<file path="config.mk">
export PLATFORM = sky130hd
export DESIGN_NAME = decoderRfConv
export DESIGN_NICKNAME = d
export VERILOG_FILES = /design/src/hdl/decodePkg.sv /design/src/hdl/decoderRfConv.sv /design/src/hdl/pairCombine.sv /design/src/hdl/regFile.sv /design/src/hdl/instDecoder.sv
export SDC_FILE = /design/constraint.sdc
export NUM_CORES = 2
export LEC_CHECK = 0
export ABC_AREA = 0
export BUFFER_PORTS_ARGS = -buffer_cell sky130_fd_sc_hd__buf_2
export CAP_MARGIN = 10
export CORE_MARGIN = 3
export CORE_UTILIZATION = 26
export DETAILED_ROUTE_END_ITERATION = 16
export PLACE_DENSITY = 0.38
export SYNTH_ARGS = -nofsm -noshare
export SYNTH_HDL_FRONTEND = slang
export SYNTH_SLANG_ARGS = --single-unit
export TNS_END_PERCENT = 20
</file>
<file path="constraint.sdc">
create_clock -name clk -period 4.3 [get_ports clk]
set_clock_uncertainty 0.05 [all_clocks]
set_input_delay 1.29 -clock clk [delete_from_list [all_inputs] [get_ports clk]]
set_output_delay 1.29 -clock clk [all_outputs]
set_load 0.02 [all_outputs]
</file>
<file path="src/hdl/decodePkg.sv">
`default_nettype none

package decodePkg;

    //////////////////////////////
    // Widths
    //////////////////////////////

    // One fetched instruction
    typedef logic [31:0] instWord;
    // Register index x0..x31
    typedef logic [4:0] regAddr;
    // Register value and immediate
    typedef logic [31:0] regData;

    //////////////////////////////
    // Encodings
    //////////////////////////////

    // Major opcodes decoded in this stage
    localparam logic [6:0] opcOp    = 7'b0110011;
    localparam logic [6:0] opcOpImm = 7'b0010011;
    localparam logic [6:0] opcLui   = 7'b0110111;
    localparam logic [6:0] opcAuipc = 7'b0010111;

    // funct7 groups
    localparam logic [6:0] funct7Base = 7'b0000000;
    // sub / sra / srai
    localparam logic [6:0] funct7Alt  = 7'b0100000;
    // M extension
    localparam logic [6:0] funct7Mul  = 7'b0000001;

    // funct3 of the base integer ops
    localparam logic [2:0] f3AddSub = 3'b000;
    localparam logic [2:0] f3Sll    = 3'b001;
    localparam logic [2:0] f3Slt    = 3'b010;
    localparam logic [2:0] f3Sltu   = 3'b011;
    localparam logic [2:0] f3Xor    = 3'b100;
    localparam logic [2:0] f3SrlSra = 3'b101;
    localparam logic [2:0] f3Or     = 3'b110;
    localparam logic [2:0] f3And    = 3'b111;

    //////////////////////////////
    // Decoded types
    //////////////////////////////

    // Zero code is the bubble class
    typedef enum logic [2:0] {
        classAlu    = 3'd1,
        classAluImm = 3'd2,
        classLui    = 3'd3,
        classAuipc  = 3'd4,
        classMul    = 3'd5,
        classNone   = 3'd0
    } opClass;

    // Codes 0..7 follow funct3
    // Under classMul the same code reads as mul mulh mulhsu mulhu div divu rem remu
    typedef enum logic [3:0] {
        aluAdd  = 4'd0,
        aluSll  = 4'd1,
        aluSlt  = 4'd2,
        aluSltu = 4'd3,
        aluXor  = 4'd4,
        aluSrl  = 4'd5,
        aluOr   = 4'd6,
        aluAnd  = 4'd7,
        aluSub  = 4'd8,
        aluSra  = 4'd9
    } aluOp;

endpackage

`default_nettype wire
</file>
<file path="src/hdl/decoderRfConv.sv">
`default_nettype none

module decoderRfConv import decodePkg::*; (
    input  logic    clk,
    input  logic    rst,
    input  instWord instA,
    input  instWord instB,
    // Writeback from later stages
    input  logic    wrEnA,
    input  logic    wrEnB,
    input  regAddr  wrAddrA,
    input  regAddr  wrAddrB,
    input  regData  wrDataA,
    input  regData  wrDataB,
    // To dispatch
    output logic    validA,
    output logic    validB,
    output logic    errorA,
    output logic    errorB,
    output opClass  opClassA,
    output opClass  opClassB,
    output aluOp    aluOpA,
    output aluOp    aluOpB,
    output regAddr  rdOutA,
    output regAddr  rdOutB,
    output regData  src1A,
    output regData  src1B,
    output regData  src2A,
    output regData  src2B,
    output logic    hazardB
);

    // Slot A decode
    regAddr rs1A, rs2A, rdA;
    opClass clsA;
    aluOp   opA;
    regData immA, rs1DataA, rs2DataA;
    logic   usesRs1A, usesRs2A, usesImmA, writesRdA, illegalA;

    // Slot B decode
    regAddr rs1B, rs2B, rdB;
    opClass clsB;
    aluOp   opB;
    regData immB, rs1DataB, rs2DataB;
    logic   usesRs1B, usesRs2B, usesImmB, writesRdB, illegalB;

    //////////////////////////////
    // Two decoders side by side
    //////////////////////////////

    instDecoder decodeA (
        .inst(instA), .rs1(rs1A), .rs2(rs2A), .rd(rdA), .cls(clsA), .op(opA),
        .imm(immA), .usesRs1(usesRs1A), .usesRs2(usesRs2A), .usesImm(usesImmA),
        .writesRd(writesRdA), .illegal(illegalA)
    );

    instDecoder decodeB (
        .inst(instB), .rs1(rs1B), .rs2(rs2B), .rd(rdB), .cls(clsB), .op(opB),
        .imm(immB), .usesRs1(usesRs1B), .usesRs2(usesRs2B), .usesImm(usesImmB),
        .writesRd(writesRdB), .illegal(illegalB)
    );

    // Ports 0 and 1 for A, 2 and 3 for B
    regFile regs (
        .clk(clk), .rst(rst),
        .wrEnA(wrEnA), .wrEnB(wrEnB), .wrAddrA(wrAddrA), .wrAddrB(wrAddrB),
        .wrDataA(wrDataA), .wrDataB(wrDataB),
        .rdAddr0(rs1A), .rdAddr1(rs2A), .rdAddr2(rs1B), .rdAddr3(rs2B),
        .rdData0(rs1DataA), .rdData1(rs2DataA), .rdData2(rs1DataB), .rdData3(rs2DataB)
    );

    pairCombine combine (
        .clk(clk), .rst(rst),
        .clsA(clsA), .opA(opA), .rdA(rdA), .immA(immA), .usesImmA(usesImmA),
        .writesRdA(writesRdA), .illegalA(illegalA), .rs1A(rs1A), .rs2A(rs2A),
        .usesRs1A(usesRs1A), .usesRs2A(usesRs2A),
        .rs1DataA(rs1DataA), .rs2DataA(rs2DataA),
        .clsB(clsB), .opB(opB), .rdB(rdB), .immB(immB), .usesImmB(usesImmB),
        .writesRdB(writesRdB), .illegalB(illegalB), .rs1B(rs1B), .rs2B(rs2B),
        .usesRs1B(usesRs1B), .usesRs2B(usesRs2B),
        .rs1DataB(rs1DataB), .rs2DataB(rs2DataB),
        .validA(validA), .validB(validB), .errorA(errorA), .errorB(errorB),
        .opClassA(opClassA), .opClassB(opClassB), .aluOpA(aluOpA), .aluOpB(aluOpB),
        .rdOutA(rdOutA), .rdOutB(rdOutB), .src1A(src1A), .src1B(src1B),
        .src2A(src2A), .src2B(src2B), .hazardB(hazardB)
    );

endmodule

`default_nettype wire

</file>
<file path="src/hdl/pairCombine.sv">
`default_nettype none

module pairCombine import decodePkg::*; (
    input  logic   clk,
    input  logic   rst,
    // Slot A, older
    input  opClass clsA,
    input  aluOp   opA,
    input  regAddr rdA,
    input  regData immA,
    input  logic   usesImmA,
    input  logic   writesRdA,
    input  logic   illegalA,
    input  regAddr rs1A,
    input  regAddr rs2A,
    input  logic   usesRs1A,
    input  logic   usesRs2A,
    input  regData rs1DataA,
    input  regData rs2DataA,
    // Slot B, younger
    input  opClass clsB,
    input  aluOp   opB,
    input  regAddr rdB,
    input  regData immB,
    input  logic   usesImmB,
    input  logic   writesRdB,
    input  logic   illegalB,
    input  regAddr rs1B,
    input  regAddr rs2B,
    input  logic   usesRs1B,
    input  logic   usesRs2B,
    input  regData rs1DataB,
    input  regData rs2DataB,
    // Decode/Dispatch register
    output logic   validA,
    output logic   validB,
    output logic   errorA,
    output logic   errorB,
    output opClass opClassA,
    output opClass opClassB,
    output aluOp   aluOpA,
    output aluOp   aluOpB,
    output regAddr rdOutA,
    output regAddr rdOutB,
    output regData src1A,
    output regData src1B,
    output regData src2A,
    output regData src2B,
    output logic   hazardB
);

    regData opnd1A;
    regData opnd1B;
    regData opnd2A;
    regData opnd2B;
    logic   rawB;

    // Register operand, zero when the field is unused or x0
    function automatic regData regOperand(input logic uses, input regAddr addr,
                                          input regData data);
        return (uses && addr != '0) ? data : '0;
    endfunction

    //////////////////////////////
    // Operand select
    //////////////////////////////

    // usesImm covers OP-IMM, LUI and AUIPC
    assign opnd1A = regOperand(usesRs1A, rs1A, rs1DataA);
    assign opnd1B = regOperand(usesRs1B, rs1B, rs1DataB);
    assign opnd2A = usesImmA ? immA : regOperand(usesRs2A, rs2A, rs2DataA);
    assign opnd2B = usesImmB ? immB : regOperand(usesRs2B, rs2B, rs2DataB);

    // Intra-pair RAW on A's destination
    assign rawB = !illegalA && writesRdA && rdA != '0 &&
                  ((usesRs1B && rs1B == rdA) || (usesRs2B && rs2B == rdA));

    //////////////////////////////
    // Output register
    //////////////////////////////

    // Control bits
    always_ff @(posedge clk) begin
        if (rst) begin
            validA  <= 1'b0;
            validB  <= 1'b0;
            errorA  <= 1'b0;
            errorB  <= 1'b0;
            hazardB <= 1'b0;
        end else begin
            validA  <= !illegalA;
            validB  <= !illegalB;
            errorA  <= illegalA;
            errorB  <= illegalB;
            hazardB <= rawB;
        end
    end

    // Payload, zeroed for a bubble
    always_ff @(posedge clk) begin
        opClassA <= illegalA ? classNone : clsA;
        aluOpA   <= illegalA ? aluAdd : opA;
        rdOutA   <= illegalA ? '0 : rdA;
        src1A    <= illegalA ? '0 : opnd1A;
        src2A    <= illegalA ? '0 : opnd2A;

        opClassB <= illegalB ? classNone : clsB;
        aluOpB   <= illegalB ? aluAdd : opB;
        rdOutB   <= illegalB ? '0 : rdB;
        src1B    <= illegalB ? '0 : opnd1B;
        src2B    <= illegalB ? '0 : opnd2B;
    end

endmodule

`default_nettype wire

</file>
<file path="src/hdl/regFile.sv">
`default_nettype none

module regFile import decodePkg::*; (
    input  logic   clk,
    input  logic   rst,
    input  logic   wrEnA,
    input  logic   wrEnB,
    input  regAddr wrAddrA,
    input  regAddr wrAddrB,
    input  regData wrDataA,
    input  regData wrDataB,
    input  regAddr rdAddr0,
    input  regAddr rdAddr1,
    input  regAddr rdAddr2,
    input  regAddr rdAddr3,
    output regData rdData0,
    output regData rdData1,
    output regData rdData2,
    output regData rdData3
);

    regData regs [32];

    //////////////////////////////
    // Write side
    //////////////////////////////

    always_ff @(posedge clk) begin
        if (rst) begin
            for (int i = 0; i < 32; i++) begin
                regs[i] <= '0;
            end
        end else begin
            if (wrEnA && wrAddrA != '0) regs[wrAddrA] <= wrDataA;
            // Later assignment wins, B is the younger instruction
            if (wrEnB && wrAddrB != '0) regs[wrAddrB] <= wrDataB;
        end
    end

    //////////////////////////////
    // Read side with bypass
    //////////////////////////////

    // Same priority as the write side
    function automatic regData readPort(input regAddr addr);
        regData val;
        if (addr == '0) val = '0;
        else if (wrEnB && wrAddrB == addr) val = wrDataB;
        else if (wrEnA && wrAddrA == addr) val = wrDataA;
        else val = regs[addr];
        return val;
    endfunction

    always_comb begin
        rdData0 = readPort(rdAddr0);
        rdData1 = readPort(rdAddr1);
        rdData2 = readPort(rdAddr2);
        rdData3 = readPort(rdAddr3);
    end

endmodule

`default_nettype wire

</file>
<file path="src/hdl/instDecoder.sv">
`default_nettype none

module instDecoder import decodePkg::*; (
    input  instWord inst,
    output regAddr  rs1,
    output regAddr  rs2,
    output regAddr  rd,
    output opClass  cls,
    output aluOp    op,
    output regData  imm,
    output logic    usesRs1,
    output logic    usesRs2,
    output logic    usesImm,
    output logic    writesRd,
    output logic    illegal
);

    //////////////////////////////
    // Field split
    //////////////////////////////

    logic [6:0] opcode;
    logic [2:0] funct3;
    logic [6:0] funct7;
    regData     immI;
    regData     immU;
    logic       bad;

    assign opcode = inst[6:0];
    assign funct3 = inst[14:12];
    assign funct7 = inst[31:25];

    // Register fields go straight to the read ports
    assign rd  = inst[11:7];
    assign rs1 = inst[19:15];
    assign rs2 = inst[24:20];

    // I type, sign extended
    assign immI = {{20{inst[31]}}, inst[31:20]};
    // U type, low 12 bits clear
    assign immU = {inst[31:12], 12'b0};

    // Base op from funct3 plus the alternate bit
    function automatic aluOp baseOp(input logic [2:0] f3, input logic alt);
        aluOp res;
        case (f3)
            f3AddSub: res = alt ? aluSub : aluAdd;
            f3Sll:    res = aluSll;
            f3Slt:    res = aluSlt;
            f3Sltu:   res = aluSltu;
            f3Xor:    res = aluXor;
            f3SrlSra: res = alt ? aluSra : aluSrl;
            f3Or:     res = aluOr;
            f3And:    res = aluAnd;
            default:  res = aluAdd;
        endcase
        return res;
    endfunction

    //////////////////////////////
    // Class and op
    //////////////////////////////

    always_comb begin
        cls     = classNone;
        op      = aluAdd;
        imm     = '0;
        usesRs1 = 1'b0;
        usesRs2 = 1'b0;
        usesImm = 1'b0;
        bad     = 1'b0;

        case (opcode)
            opcOp: begin
                usesRs1 = 1'b1;
                usesRs2 = 1'b1;
                case (funct7)
                    funct7Base: begin
                        cls = classAlu;
                        op  = baseOp(funct3, 1'b0);
                    end
                    funct7Alt: begin
                        // Only sub and sra have an alternate form
                        if (funct3 == f3AddSub || funct3 == f3SrlSra) begin
                            cls = classAlu;
                            op  = baseOp(funct3, 1'b1);
                        end else begin
                            bad = 1'b1;
                        end
                    end
                    funct7Mul: begin
                        cls = classMul;
                        op  = aluOp'({1'b0, funct3});
                    end
                    default: bad = 1'b1;
                endcase
            end

            opcOpImm: begin
                cls     = classAluImm;
                usesRs1 = 1'b1;
                usesImm = 1'b1;
                imm     = immI;
                case (funct3)
                    // slli needs a clean upper field
                    f3Sll: begin
                        if (funct7 == funct7Base) op = aluSll;
                        else bad = 1'b1;
                    end
                    // srli / srai picked by bit 30
                    f3SrlSra: begin
                        if (funct7 == funct7Base) op = aluSrl;
                        else if (funct7 == funct7Alt) op = aluSra;
                        else bad = 1'b1;
                    end
                    // No subi, funct3 000 is always addi
                    default: op = baseOp(funct3, 1'b0);
                endcase
            end

            opcLui: begin
                cls     = classLui;
                usesImm = 1'b1;
                imm     = immU;
            end

            // PC is added later in the pipe
            opcAuipc: begin
                cls     = classAuipc;
                usesImm = 1'b1;
                imm     = immU;
            end

            default: bad = 1'b1;
        endcase

        // Illegal slot decodes as a bubble
        if (bad) begin
            cls     = classNone;
            op      = aluAdd;
            imm     = '0;
            usesRs1 = 1'b0;
            usesRs2 = 1'b0;
            usesImm = 1'b0;
        end
    end

    assign illegal  = bad;
    // Every legal form here has a destination
    assign writesRd = !bad;

endmodule

`default_nettype wire

</file>
==> flow_summary.yaml <==
cts:
  cts-root-buf: "clkbuf_16"
  htreeDepth: 4
  clk_path_buf_depth: 4
  clock_tree_from_tritoncts: "built"
  cts_setup_buffers: 0
  insertion_delay_of_the_later_clocked_pin_in_the_worst_skew_pair_ps: 890
  numClockSinks: 1181
  cts.clk_slew.worst_paths_ps: 60
  cts_made_buffers: 159
  cts_hold_buffers: 0
  post_cts_resized: 0
power_and_ir_drop:
  post-layout-total-power_mw: 34.76
  leakagePower_nw: 33.56
  power_density_mw_per_mm2: 346.7
  vdd.ir_drop.worst_v: 0.0002641
global_routing:
  grt_antenna_before_repair: 68
  overflow: 0
  grt_start_max_net_pins: 68
  vias_in_the_first_global_route: 70260
  grt_first_pass_wirelength_mm: 717.9
  grt_usage_pct: 32.51
synthesis:
  synthArstFlopShare_pct: 0
  post_synth.cell_area_avg_um2: 12.11
  register_area_share_after_synthesis_pct: 40.32
  post_synth_inst_count: 6939
  synth_top_cells_by_count: "nand2_1 (1179), mux4_2 (1029), edfxtp_1 (1024), clkbuf_1 (653), a22o_1 (554)"
  synth_cell_types: 69
  ys.flop_type: "edfxtp_1"
  share_of_the_synthesized_area_in_the_top_cell_type_pct: 36.58
  synth_area_leaders: "edfxtp_1 (37%), mux4_2 (28%), a22o_1 (5.8%)"
  synth_enable_flop_cells: 1024
  yosysWarningCount: 0
  ys_seq_elements: 1181
  yosysMostFrequentCell: "nand2_1"
  netlist_area_before_placement_mm2: 0.08406
  synth_top_cell_by_area: "edfxtp_1"
route:
  route.vias.total: 75640
  drc: 0
  ant_nets_after_route: 0
  routed.top_layer: "met5"
  routedWlPerCell_um: 48.11
  post_drt_via_cell_ratio: 6.548
  drt-initial-drc-count: 13220
  met2_wire_len_mm: 238.7
  drt-pass1-iter-count: 10
  routed_wirelength_mm: 555.8
  m1_wl_mm: 207.1
  routed-wl-met3_mm: 66.60
min_path:
  holdPathEnd: "combine.rdOutB[3]$_SDFF_PP0_"
  holdCritStartpoint: "instB[10]"
  timing.hold.worst_path_depth: 2
  worstHoldPathType: "in2reg"
placement:
  place.port_buffers: 298
  detailed_place_hpwl_mm: 356.0
  place_area_mm2: 0.09488
  gpl.final_weighted_congestion: 0.9678
die:
  std_cell_rows: 208
  die_height_um: 574.6
  fp.dieArea_mm2: 0.3302
  core-area_mm2: 0.3214
  floorplan.initialDensity_pct: 26.15
  dieWidth_um: 574.6
  pin_count: 299
setup_path:
  criticalPathCategory: "in2reg"
  critical_path_peak_fanout: 16
  critical_path.startpoint_type: "input port"
  timing.reg2reg.worst_path_depth: 5
  crit_start: "instA[30]"
  r2r-start: "regs.regs[29][9]$_DFFE_PP_"
  worst_ep_required_time_ps: 4970
  cp.arrival_ps: 4750
  setup.reg_to_reg.worst_slack_ps: 1920
  worst_r2r_endpoint: "combine.src2A[9]$_SDFF_PP0_"
  setup.worst_path.end_class: "flip-flop"
cells_and_area:
  filler_cell_count: 32120
  post-route-cell-area_mm2: 0.1003
  synthToLayoutAreaGrowth_pct: 19.28
  post_layout_net_count: 7215
  drive_gt1_share_pct: 32.77
sta:
  fmax_ghz: 0.2449
  layout_min_cycle_time_ps: 4084
  hold_violation_count_in_the_final_report: 0
  finalSetupTns_ps: 0
  timing_worst_slew_pin_value_ps: 1235
  grt_setup_unrepaired: "no"
  timing.final.max_slew_violations: 0
  report.final.setup_viol: 0
  slew_headroom_pct: 17.01
  timing.final.crit_share_pct: 94.97
  hold-worst-slack_ps: 588.2
flow_run:
  maxCapViolCount: 0
status:
  run_status: "complete, no violations"
logic make-up after synthesis:
family          count (synthesis)  synth area share, %
mux                          1359                31.57
buf+inv                       995                5.089
other cells                     1             0.004461
flops                        1181                40.32
compound gates               1658                13.83
xor+xnor                       52               0.5418
simple gates                 1693                8.647
how the worst max path moves through the flow:
stage,end,slack (ps),cells after the start
final,combine.src1A[0]$_SDFF_PP0_,220,9
after global routing,combine.src1A[0]$_SDFF_PP0_,480,9
after CTS,combine.src1A[0]$_SDFF_PP0_,560,9
after detailed placement,combine.src1A[0]$_SDFF_PP0_,-350,9
after global placement,combine.src1A[0]$_SDFF_PP0_,-510,10
after floorplan,regs.regs[30][0]$_DFFE_PP_,510,6
routing by layer:
metal  up-vias  track usage, %
li1      27970               -
met1     39440           40.55
met2      6632           47.70
met3      1567           10.80
met4        30           21.77
met5         -          0.2009
placed cells by master, fill, tap and decap left out, types with 41 or more instances in the layout:
cell,n
clkbuf_16,166
mux2_2,46
edfxtp_1,1024
diode_2,43
nand3_1,41
a22oi_1,117
buf_4,405
o22ai_1,63
buf_12,203
nor2b_1,77
nand2_1,1176
a21oi_1,144
buf_2,283
nor2_1,93
dfxtp_1,157
mux4_2,1029
a22o_1,554
o21ai_0,492
a211oi_1,50
mux2i_1,284
stage by stage:
step	worst slack (ps)	util, %	std cells
2_1_floorplan	511.6	-	6970
3_3_place_gp	-506.7	29.52	11220
3_5_place_dp	-345.7	29.52	11220
4_1_cts	558.2	31.16	11510
5_1_grt	477.7	31.17	11520
6_report	216.3	31.20	11550
registers in the layout, summed over array words and instances (netlist names), 4 cells and up:
signal and count:
regs.regs 1024, combine.src1A 32, combine.src1B 32, combine.src2A 32, combine.src2B 32, combine.rdOutA 5, combine.rdOutB 5, combine.aluOpA 4
combine.aluOpB 4
critical path, cell delays in order:
cell and delay [ps]:
buf_2 370, nor2b_1 310, nor3_1 1020, o21ai_1 430, a21oi_4 250, buf_12 250, buf_4 160, o21ai_0 220
a31oi_1 380
layout make-up:
type	instances	area [µm²]	area share, %
Clock inverter	73	747.0	0.7450
Inverter	35	141.4	0.1410
Multi-Input combinational cell	4794	46780	46.65
Sequential cell	1181	33890	33.80
Tap cell	4305	5386	5.372
Antenna cell	43	107.6	0.1073
Timing Repair Buffer	902	8678	8.655
Clock buffer	219	4533	4.521
power breakdown:
part	leakage (nW)	switching [mW]	internal, mW
Sequential	11.0	0.694	13.1
Combinational	19.9	4.05	2.79
Clock	2.61	5.96	8.17
No activity file was read; power rests on OpenSTA's default activity.
